--- src/mcu_irq_pkg.sv ---
package mcu_irq_pkg;

    ////////////////////////////////////////////////////////////
    // Widths that carry a meaning
    ////////////////////////////////////////////////////////////
    typedef logic [7:0]  cfg_addr_t;
    typedef logic [7:0]  cfg_data_t;
    typedef logic [15:0] timer_count_t;
    typedef logic [2:0]  prescale_sel_t;
    typedef logic [7:0]  vector_t;
    typedef logic [1:0]  credit_t;

    // Sense control of the external pin
    typedef enum logic [1:0] {
        SENSE_NONE   = 2'd0,
        SENSE_RISE   = 2'd1,
        SENSE_FALL   = 2'd2,
        SENSE_CHANGE = 2'd3
    } exti_sense_e;

    typedef enum logic {
        IRQ_IDLE  = 1'b0,
        IRQ_ISSUE = 1'b1
    } irq_state_e;

    ////////////////////////////////////////////////////////////
    // Reserved register map and defaults
    ////////////////////////////////////////////////////////////
    localparam cfg_addr_t    ADDR_EXTI_CFG     = 8'h0D;
    localparam cfg_addr_t    ADDR_TIMER_CFG    = 8'h0E;
    localparam cfg_addr_t    ADDR_TIMER_LIM_H  = 8'h0F;
    localparam cfg_addr_t    ADDR_TIMER_LIM_L  = 8'h10;

    localparam cfg_data_t    EXTI_CFG_DEFAULT  = 8'h00;
    localparam cfg_data_t    TIMER_CFG_DEFAULT = 8'h00;
    localparam timer_count_t TIMER_LIM_DEFAULT = 16'hFFFF;

    // Handler entry points in program memory
    localparam vector_t      EXTI_VECTOR       = 8'h40;
    localparam vector_t      TIMER_VECTOR      = 8'h80;

    localparam credit_t      IRQ_CREDITS       = 2'd2;

    localparam int DEBOUNCE_CYCLES    = 16;
    localparam int DEBOUNCE_CNT_WIDTH = $clog2(DEBOUNCE_CYCLES);
    // Largest prescaler count is 2**7 - 1
    localparam int PRESCALE_CNT_WIDTH = 7;

endpackage

--- src/periph_cfg_if.sv ---
`timescale 1ns/1ns

interface periph_cfg_if;
    import mcu_irq_pkg::*;

    // External interrupt fields
    logic          exti_enable;
    exti_sense_e   exti_sense;
    logic          exti_debounce;

    // Timer interrupt fields
    logic          timer_enable;
    logic          timer_option;
    prescale_sel_t timer_prescale;
    timer_count_t  timer_limit;

    modport src (
        output exti_enable, exti_sense, exti_debounce,
        output timer_enable, timer_option, timer_prescale, timer_limit
    );

    modport exti (input exti_enable, exti_sense, exti_debounce);

    modport timer (input timer_enable, timer_option, timer_prescale, timer_limit);

endinterface

--- src/cfg_regs.sv ---
`timescale 1ns/1ns

module cfg_regs (
    input  logic                   clk,
    input  logic                   rst,
    input  logic                   cfg_wr_en,
    input  mcu_irq_pkg::cfg_addr_t cfg_addr,
    input  mcu_irq_pkg::cfg_data_t cfg_wr_data,
    output mcu_irq_pkg::cfg_data_t cfg_rd_data,
    periph_cfg_if.src              cfg
);
    import mcu_irq_pkg::*;

    cfg_data_t exti_cfg;
    cfg_data_t timer_cfg;
    cfg_data_t timer_lim_h;
    cfg_data_t timer_lim_l;

    ////////////////////////////////////////////////////////////
    // Register write
    ////////////////////////////////////////////////////////////
    always_ff @(posedge clk) begin
        if (rst) begin
            exti_cfg    <= EXTI_CFG_DEFAULT;
            timer_cfg   <= TIMER_CFG_DEFAULT;
            timer_lim_h <= TIMER_LIM_DEFAULT[7:0];
            timer_lim_l <= TIMER_LIM_DEFAULT[15:8];
        end else if (cfg_wr_en) begin
            case (cfg_addr)
                ADDR_EXTI_CFG:    exti_cfg    <= cfg_wr_data;
                ADDR_TIMER_CFG:   timer_cfg   <= cfg_wr_data;
                ADDR_TIMER_LIM_H: timer_lim_h <= cfg_wr_data;
                ADDR_TIMER_LIM_L: timer_lim_l <= cfg_wr_data;
                default:          ;
            endcase
        end
    end

    // Unmapped addresses read back as zero
    always_comb begin
        case (cfg_addr)
            ADDR_EXTI_CFG:    cfg_rd_data = exti_cfg;
            ADDR_TIMER_CFG:   cfg_rd_data = timer_cfg;
            ADDR_TIMER_LIM_H: cfg_rd_data = timer_lim_h;
            ADDR_TIMER_LIM_L: cfg_rd_data = timer_lim_l;
            default:          cfg_rd_data = '0;
        endcase
    end

    ////////////////////////////////////////////////////////////
    // Field split
    ////////////////////////////////////////////////////////////
    assign cfg.exti_enable    = exti_cfg[7];
    assign cfg.exti_sense     = exti_sense_e'(exti_cfg[6:5]);
    assign cfg.exti_debounce  = exti_cfg[4];

    assign cfg.timer_enable   = timer_cfg[7];
    assign cfg.timer_option   = timer_cfg[6];
    assign cfg.timer_prescale = timer_cfg[2:0];

    // The byte at 0x10 is the upper half of the limit
    assign cfg.timer_limit    = {timer_lim_l, timer_lim_h};

endmodule

--- src/exti_detector.sv ---
`timescale 1ns/1ns

module exti_detector (
    input  logic       clk,
    input  logic       rst,
    input  logic       exti_pin,
    periph_cfg_if.exti cfg,
    output logic       exti_req
);
    import mcu_irq_pkg::*;

    logic                          pin_meta;
    logic                          pin_sync;
    logic                          level;
    logic                          level_next;
    logic                          settled;
    logic [DEBOUNCE_CNT_WIDTH-1:0] db_cnt;
    logic                          rise;
    logic                          fall;
    logic                          hit;

    // Two flop synchronizer
    always_ff @(posedge clk) begin
        if (rst) begin
            pin_meta <= 1'b0;
            pin_sync <= 1'b0;
        end else begin
            pin_meta <= exti_pin;
            pin_sync <= pin_meta;
        end
    end

    ////////////////////////////////////////////////////////////
    // Debounce filter
    ////////////////////////////////////////////////////////////
    assign settled = (db_cnt == DEBOUNCE_CNT_WIDTH'(DEBOUNCE_CYCLES - 1));

    always_comb begin
        if (!cfg.exti_debounce) begin
            level_next = pin_sync;
        end else if (pin_sync != level && settled) begin
            level_next = pin_sync;
        end else begin
            level_next = level;
        end
    end

    // Counts cycles the new level has held
    always_ff @(posedge clk) begin
        if (rst) begin
            db_cnt <= '0;
        end else if (!cfg.exti_debounce || pin_sync == level || settled) begin
            db_cnt <= '0;
        end else begin
            db_cnt <= db_cnt + 1'b1;
        end
    end

    // Edge against the accepted level
    assign rise = !level && level_next;
    assign fall = level && !level_next;

    always_comb begin
        case (cfg.exti_sense)
            SENSE_RISE:   hit = rise;
            SENSE_FALL:   hit = fall;
            SENSE_CHANGE: hit = rise || fall;
            default:      hit = 1'b0;
        endcase
    end

    always_ff @(posedge clk) begin
        if (rst) begin
            level    <= 1'b0;
            exti_req <= 1'b0;
        end else begin
            level    <= level_next;
            exti_req <= cfg.exti_enable && hit;
        end
    end

endmodule

--- src/timer_irq_gen.sv ---
`timescale 1ns/1ns

module timer_irq_gen (
    input  logic        clk,
    input  logic        rst,
    periph_cfg_if.timer cfg,
    output logic        timer_req
);
    import mcu_irq_pkg::*;

    logic [PRESCALE_CNT_WIDTH-1:0] presc_cnt;
    logic [PRESCALE_CNT_WIDTH-1:0] presc_max;
    logic                          tick;
    timer_count_t                  count;
    logic                          at_limit;
    logic                          fire;

    ////////////////////////////////////////////////////////////
    // Prescaler
    ////////////////////////////////////////////////////////////
    // Tick every 2**sel cycles
    assign presc_max = PRESCALE_CNT_WIDTH'((1 << cfg.timer_prescale) - 1);
    assign tick      = (presc_cnt == presc_max);

    // Option 1 compares against the limit, option 0 waits for wrap
    always_comb begin
        if (cfg.timer_option) begin
            at_limit = (count == cfg.timer_limit);
        end else begin
            at_limit = (count == '1);
        end
    end

    assign fire = tick && at_limit;

    ////////////////////////////////////////////////////////////
    // Counter and request
    ////////////////////////////////////////////////////////////
    always_ff @(posedge clk) begin
        if (rst) begin
            presc_cnt <= '0;
            count     <= '0;
            timer_req <= 1'b0;
        end else if (!cfg.timer_enable) begin
            // Stopped timer holds at zero
            presc_cnt <= '0;
            count     <= '0;
            timer_req <= 1'b0;
        end else begin
            timer_req <= fire;
            if (tick) begin
                presc_cnt <= '0;
            end else begin
                presc_cnt <= presc_cnt + 1'b1;
            end
            if (fire && cfg.timer_option) begin
                count <= '0;
            end else if (tick) begin
                count <= count + 1'b1;
            end
        end
    end

endmodule

--- src/irq_controller.sv ---
`timescale 1ns/1ns

module irq_controller (
    input  logic                 clk,
    input  logic                 rst,
    input  logic                 exti_req,
    input  logic                 timer_req,
    input  logic                 reti,
    output logic                 irq_valid,
    output mcu_irq_pkg::vector_t irq_vector
);
    import mcu_irq_pkg::*;

    irq_state_e state;
    credit_t    credits;
    logic       exti_pend;
    logic       timer_pend;
    logic       exti_live;
    logic       timer_live;
    logic       grant;
    logic       grant_exti;
    logic       grant_timer;
    logic       refund;

    ////////////////////////////////////////////////////////////
    // Arbitration
    ////////////////////////////////////////////////////////////
    // Request pulses count as pending in their own cycle
    assign exti_live  = exti_pend || exti_req;
    assign timer_live = timer_pend || timer_req;

    // Only from idle, and only with a credit in hand
    assign grant       = (state == IRQ_IDLE) && (credits != '0) && (exti_live || timer_live);
    assign grant_exti  = grant && exti_live;
    assign grant_timer = grant && !exti_live;

    // reti on a full pool is dropped
    assign refund = reti && (credits != IRQ_CREDITS);

    assign irq_valid = (state == IRQ_ISSUE);

    // Repeated requests merge in the pending latches
    always_ff @(posedge clk) begin
        if (rst) begin
            exti_pend  <= 1'b0;
            timer_pend <= 1'b0;
        end else begin
            exti_pend  <= exti_live && !grant_exti;
            timer_pend <= timer_live && !grant_timer;
        end
    end

    // ISSUE lasts one cycle, so a second source waits a cycle
    always_ff @(posedge clk) begin
        if (rst) begin
            state <= IRQ_IDLE;
        end else begin
            case (state)
                IRQ_IDLE: begin
                    if (grant) begin
                        state <= IRQ_ISSUE;
                    end
                end
                IRQ_ISSUE: state <= IRQ_IDLE;
                default:   state <= IRQ_IDLE;
            endcase
        end
    end

    always_ff @(posedge clk) begin
        if (grant) begin
            irq_vector <= grant_exti ? EXTI_VECTOR : TIMER_VECTOR;
        end
    end

    ////////////////////////////////////////////////////////////
    // Credit pool
    ////////////////////////////////////////////////////////////
    always_ff @(posedge clk) begin
        if (rst) begin
            credits <= IRQ_CREDITS;
        end else begin
            case ({grant, refund})
                2'b10:   credits <= credits - 1'b1;
                2'b01:   credits <= credits + 1'b1;
                default: credits <= credits;
            endcase
        end
    end

endmodule

--- src/mcu_irq_unit.sv ---
`timescale 1ns/1ns

module mcu_irq_unit (
    input  logic                   clk,
    input  logic                   rst,
    // Configuration bus
    input  logic                   cfg_wr_en,
    input  mcu_irq_pkg::cfg_addr_t cfg_addr,
    input  mcu_irq_pkg::cfg_data_t cfg_wr_data,
    output mcu_irq_pkg::cfg_data_t cfg_rd_data,
    // External interrupt pin
    input  logic                   exti_pin,
    // Core side
    output logic                   irq_valid,
    output mcu_irq_pkg::vector_t   irq_vector,
    input  logic                   reti
);

    logic exti_req;
    logic timer_req;

    // Decoded configuration fields
    periph_cfg_if cfg_bus ();

    cfg_regs i_cfg_regs (
        .clk         (clk),
        .rst         (rst),
        .cfg_wr_en   (cfg_wr_en),
        .cfg_addr    (cfg_addr),
        .cfg_wr_data (cfg_wr_data),
        .cfg_rd_data (cfg_rd_data),
        .cfg         (cfg_bus.src)
    );

    exti_detector i_exti_detector (
        .clk      (clk),
        .rst      (rst),
        .exti_pin (exti_pin),
        .cfg      (cfg_bus.exti),
        .exti_req (exti_req)
    );

    timer_irq_gen i_timer_irq_gen (
        .clk       (clk),
        .rst       (rst),
        .cfg       (cfg_bus.timer),
        .timer_req (timer_req)
    );

    irq_controller i_irq_controller (
        .clk        (clk),
        .rst        (rst),
        .exti_req   (exti_req),
        .timer_req  (timer_req),
        .reti       (reti),
        .irq_valid  (irq_valid),
        .irq_vector (irq_vector)
    );

endmodule

--- config.mk ---
export PLATFORM = sky130hd
export DESIGN_NAME = mcu_irq_unit
export DESIGN_NICKNAME = d
export VERILOG_FILES = /design/src/mcu_irq_pkg.sv /design/src/periph_cfg_if.sv /design/src/cfg_regs.sv /design/src/exti_detector.sv /design/src/timer_irq_gen.sv /design/src/irq_controller.sv /design/src/mcu_irq_unit.sv
export SDC_FILE = /design/constraint.sdc
export NUM_CORES = 1
export LEC_CHECK = 0
export ABC_AREA = 1
export BUFFER_PORTS_ARGS = -buffer_cell sky130_fd_sc_hd__buf_2
export CAP_MARGIN = 20
export CORE_MARGIN = 4
export CORE_UTILIZATION = 55
export DETAILED_ROUTE_END_ITERATION = 12
export PLACE_DENSITY = 0.74
export SYNTH_ARGS = -nofsm -noshare
export SYNTH_HDL_FRONTEND = slang
export SYNTH_HIERARCHICAL = 1
export SYNTH_SLANG_ARGS = --single-unit
--- constraint.sdc ---
create_clock -name clk -period 2.3 [get_ports clk]
set_input_delay 0.115 -clock clk [delete_from_list [all_inputs] [get_ports clk]]
set_output_delay 0.115 -clock clk [all_outputs]
set_load 0.01 [all_outputs]
==> out/summary.txt <==
r2r startpoint = i_cfg_regs/timer_cfg[2]
proportion of synthesized flip-flops having asynchronous set or reset = 0
largest net degree at the start of global routing = 36
prevailing post-synth register cell = sky130_fd_sc_hd__dfxtp_1
die boundary height = 100 um
fin crit period = 1.81 ns
depth of the worst hold-timing path = 3
Max Cap Viol = 0
max-slew violation count = 0
dominant cells by area after synthesis = sky130_fd_sc_hd__dfxtp_1 30%, sky130_fd_sc_hd__nand2_1 16%, sky130_fd_sc_hd__inv_1 10%
P_int = 1.70 mW
distinct cell type count after synthesis = 39
Starting Density = 0.566
maximum operating frequency = 0.554 GHz
portion of total power attributed to the clock network = 0.411
average size of a mapped cell = 6.50 um^2
H-Tree Level Count = 3
final setup vio count = 0
number of buffers added by the clock tree synthesis step = 9
critical path fanouts, max = 18
area fraction of the dominant cell type after synthesis = 0.297
initial antenna violation count = 0
net switching component of the power = 0.670 mW
cell count after synthesis = 716
data required time at the worst endpoint = 2.59 ns
DR vias = 4306
Global Route Usage Sum = 0.219
Least-Margin Pin Slew = 0.518 ns
Routability Congestion = 0.916
number of warning messages in the yosys log = 6
end of the worst register-to-register path = i_timer_irq_gen/presc_cnt[3]
cell area after synthesis = 4650 um^2
class of the most critical hold timing path = input pin to flip-flop
kind of start point of the critical path = flip-flop
full die area = 9990 um^2
NumNets Final = 761
grt ovf = 0
filler cell count = 796
number of clock sinks = 71
Routed WL per cell = 12.3 um
signed area change from the synthesized netlist to the final layout = 5.27%
flip-flop and latch count after synthesis = 71
sequential cell area in the final layout = 1440 um^2
number of global-route vias before repair = 4015
count of standard-cell rows = 33
portion of the clock cycle consumed by the worst path in the final layout = 0.785
Post-Route Hold Slack = 0.0272 ns
total area of multi-input combinational cells = 2440 um^2
final setup TNS = 0 ns
category of the worst setup path capture point = flip-flop
remaining design rule violation count = 0
DP Worst Slack = 0.497 ns
register-to-register setup slack = 0.49 ns
Synth top cells by count = 203 x sky130_fd_sc_hd__nand2_1, 124 x sky130_fd_sc_hd__inv_1, 76 x sky130_fd_sc_hd__nand3_1, 69 x sky130_fd_sc_hd__dfxtp_1, 67 x sky130_fd_sc_hd__nor2_1
proportion of power drawn by flip-flops and latches = 0.526
signal arrival time at the worst endpoint = 2.09 ns
net switching share of the total power = 0.283
maximum resistive drop on vdd = 0.335 mV
first-iteration detailed-routing DRC count = 318
part of the power in combinational logic = 0.063
worst-case setup margin in the final layout = 0.493 ns
CTS root buf = sky130_fd_sc_hd__clkbuf_8
DP Wirelength = 7.55 mm
Bufs on Longest Clock Path = 2
clock transition at the registers of the reported paths = 0.10 ns
final hold vios = 0
cell accounting for the most synthesized area = sky130_fd_sc_hd__dfxtp_1
worst hold start = cfg_wr_data[5]
Static Leakage = 2.37 nW
CTS tree = built
input/output buffers = 31
Post-Route WL = 10.4 mm
global-route wire length before repair = 18.0 mm
part of the Yosys area used for sequential elements = 0.310
Die Span X = 100 um
number of nets with antenna violations after routing = 0
number of synthesized flops with an enable pin = 2
Layout Skew = 0.0136 ns
source-to-sink clock delay at the later pin of the worst-skew pair = 0.36 ns
power density over the cells = 484 nW/um^2
area of the core = 8220 um^2
setup repair after global routing missed its margin = no
Worst R2R Path Depth = 7
startpoint-to-endpoint class of the critical path = flip-flop to flip-flop
result of the run = finished clean
first-pass iteration count of the detailed router = 5
relative slew slack = 0.655
number of vias per cell after detailed routing = 5.10
total I/O pin count = 38
most numerous cell in the Yosys netlist = sky130_fd_sc_hd__nand2_1
Worst Hold Endpoint = i_cfg_regs/timer_lim_l[5]
share of layout cells above drive strength 1 = 0.138
total inserted antenna cells = 0
stage by stage:
stage | instances | cell area (um^2) | total power [mW] | util
after detailed placement | 828 | 4700 | 1.42 | 0.572
after global placement | 828 | 4700 | 1.42 | 0.572
after global routing | 845 | 4900 | 2.46 | 0.596
final | 845 | 4900 | 2.37 | 0.596
after CTS | 845 | 4900 | 2.39 | 0.596
after floorplan | 721 | 4670 | 1.39 | -
placed cells by master (no fill, tap or decap), types with 3 or more instances in the layout:
cell type / synthesis / layout
sky130_fd_sc_hd__nand2_1: 203 / 203
sky130_fd_sc_hd__ha_1: 5 / 5
sky130_fd_sc_hd__buf_2: 4 / 31
sky130_fd_sc_hd__conb_1: 1 / 6
sky130_fd_sc_hd__nand3b_1: 3 / 3
sky130_fd_sc_hd__nand2_2: 7 / 7
sky130_fd_sc_hd__nand3_4: 3 / 3
sky130_fd_sc_hd__inv_2: 7 / 7
sky130_fd_sc_hd__nor2_2: 12 / 12
sky130_fd_sc_hd__nand3_1: 76 / 76
sky130_fd_sc_hd__o21ai_0: 3 / 3
sky130_fd_sc_hd__a21oi_1: 5 / 5
sky130_fd_sc_hd__inv_1: 124 / 124
sky130_fd_sc_hd__nor3_1: 9 / 9
sky130_fd_sc_hd__buf_4: 15 / 6
sky130_fd_sc_hd__nor2_1: 67 / 67
sky130_fd_sc_hd__xor2_1: 20 / 20
sky130_fd_sc_hd__dfxtp_1: 69 / 69
sky130_fd_sc_hd__nand4_1: 41 / 41
sky130_fd_sc_hd__inv_6: 0 / 4
sky130_fd_sc_hd__clkbuf_8: 0 / 9
sky130_fd_sc_hd__nor2_4: 6 / 6
critical path: stages, from the launching register on:
cell                      delay, ns
sky130_fd_sc_hd__dfxtp_1       0.55
sky130_fd_sc_hd__nand2_2       0.13
sky130_fd_sc_hd__nand2_1       0.11
sky130_fd_sc_hd__xor2_1        0.23
sky130_fd_sc_hd__nor3_1        0.09
sky130_fd_sc_hd__nand2_2       0.29
sky130_fd_sc_hd__nand2_2       0.19
sky130_fd_sc_hd__a21oi_1       0.15
state kept, by name, indices dropped and copies added, names as in the netlist, 2 cells and up:
| register | cells |
|---|---|
| i_exti_detector/db_cnt | 4 |
| i_cfg_regs/timer_cfg | 8 |
| i_irq_controller/irq_vector | 2 |
| i_cfg_regs/exti_cfg | 8 |
| i_cfg_regs/timer_lim_l | 8 |
| i_irq_controller/credits | 2 |
| i_timer_irq_gen/presc_cnt | 7 |
| i_cfg_regs/timer_lim_h | 8 |
| i_timer_irq_gen/count | 16 |
how the worst max path moves through the flow:
stage / start / end / slack (ns) / cells after the start
4_1_cts: i_cfg_regs/timer_cfg[2] / i_timer_irq_gen/presc_cnt[5] / 0.48 / 8
5_1_grt: i_cfg_regs/timer_cfg[2] / i_timer_irq_gen/count[3] / 0.23 / 10
6_report: i_cfg_regs/timer_cfg[2] / i_timer_irq_gen/presc_cnt[3] / 0.49 / 7
3_5_place_dp: i_cfg_regs/timer_cfg[2] / i_timer_irq_gen/presc_cnt[5] / 0.50 / 8
3_3_place_gp: i_cfg_regs/timer_cfg[2] / i_timer_irq_gen/presc_cnt[4] / 0.56 / 7
2_1_floorplan: i_cfg_regs/timer_cfg[2] / i_timer_irq_gen/count[0] / 0.63 / 11
logic make-up after synthesis:
family          Yosys count  synth area share
other cells               1          0.000806
xor+xnor                 21            0.0395
compound gates           14            0.0196
buf+inv                 166             0.170
flops                    71             0.310
simple gates            438             0.447
fa+ha+maj                 5            0.0135
metal layers:
metal  vias up  wire (um)  GRT usage
met5         -          0          0
met4         0        231     0.0830
met3        22        626     0.0500
met2       145       4800      0.351
met1      1894       4740      0.287
li1       2245          -          -
power by group through the flow:
stage,registers [mW],clock network [mW],logic (mW)
5_1_grt,1.25,1.04,0.168
4_1_cts,1.25,0.998,0.147
3_3_place_gp,1.28,0,0.141
2_1_floorplan,1.27,0,0.113
6_report,1.25,0.975,0.149
3_5_place_dp,1.28,0,0.145
area by class of cell:
class / count / share of cell area
multi-input combinational: 484 / 0.498
timing repair buffer: 38 / 0.0429
sequential: 71 / 0.294
inverter: 131 / 0.100
clock buffer: 9 / 0.0253
tap: 105 / 0.0268
clock inverter: 7 / 0.0123
repair_timing:
| item | in CTS | in global routing |
|---|---|---|
| setup endpoints to repair | 0 | 0 |
| hold buffers | 1 | 0 |
| endpoints found under the hold margin | 1 | 0 |
| resized for setup | 0 | 0 |
| setup buffers | 0 | 0 |
Power figures use the tool's default switching activity.
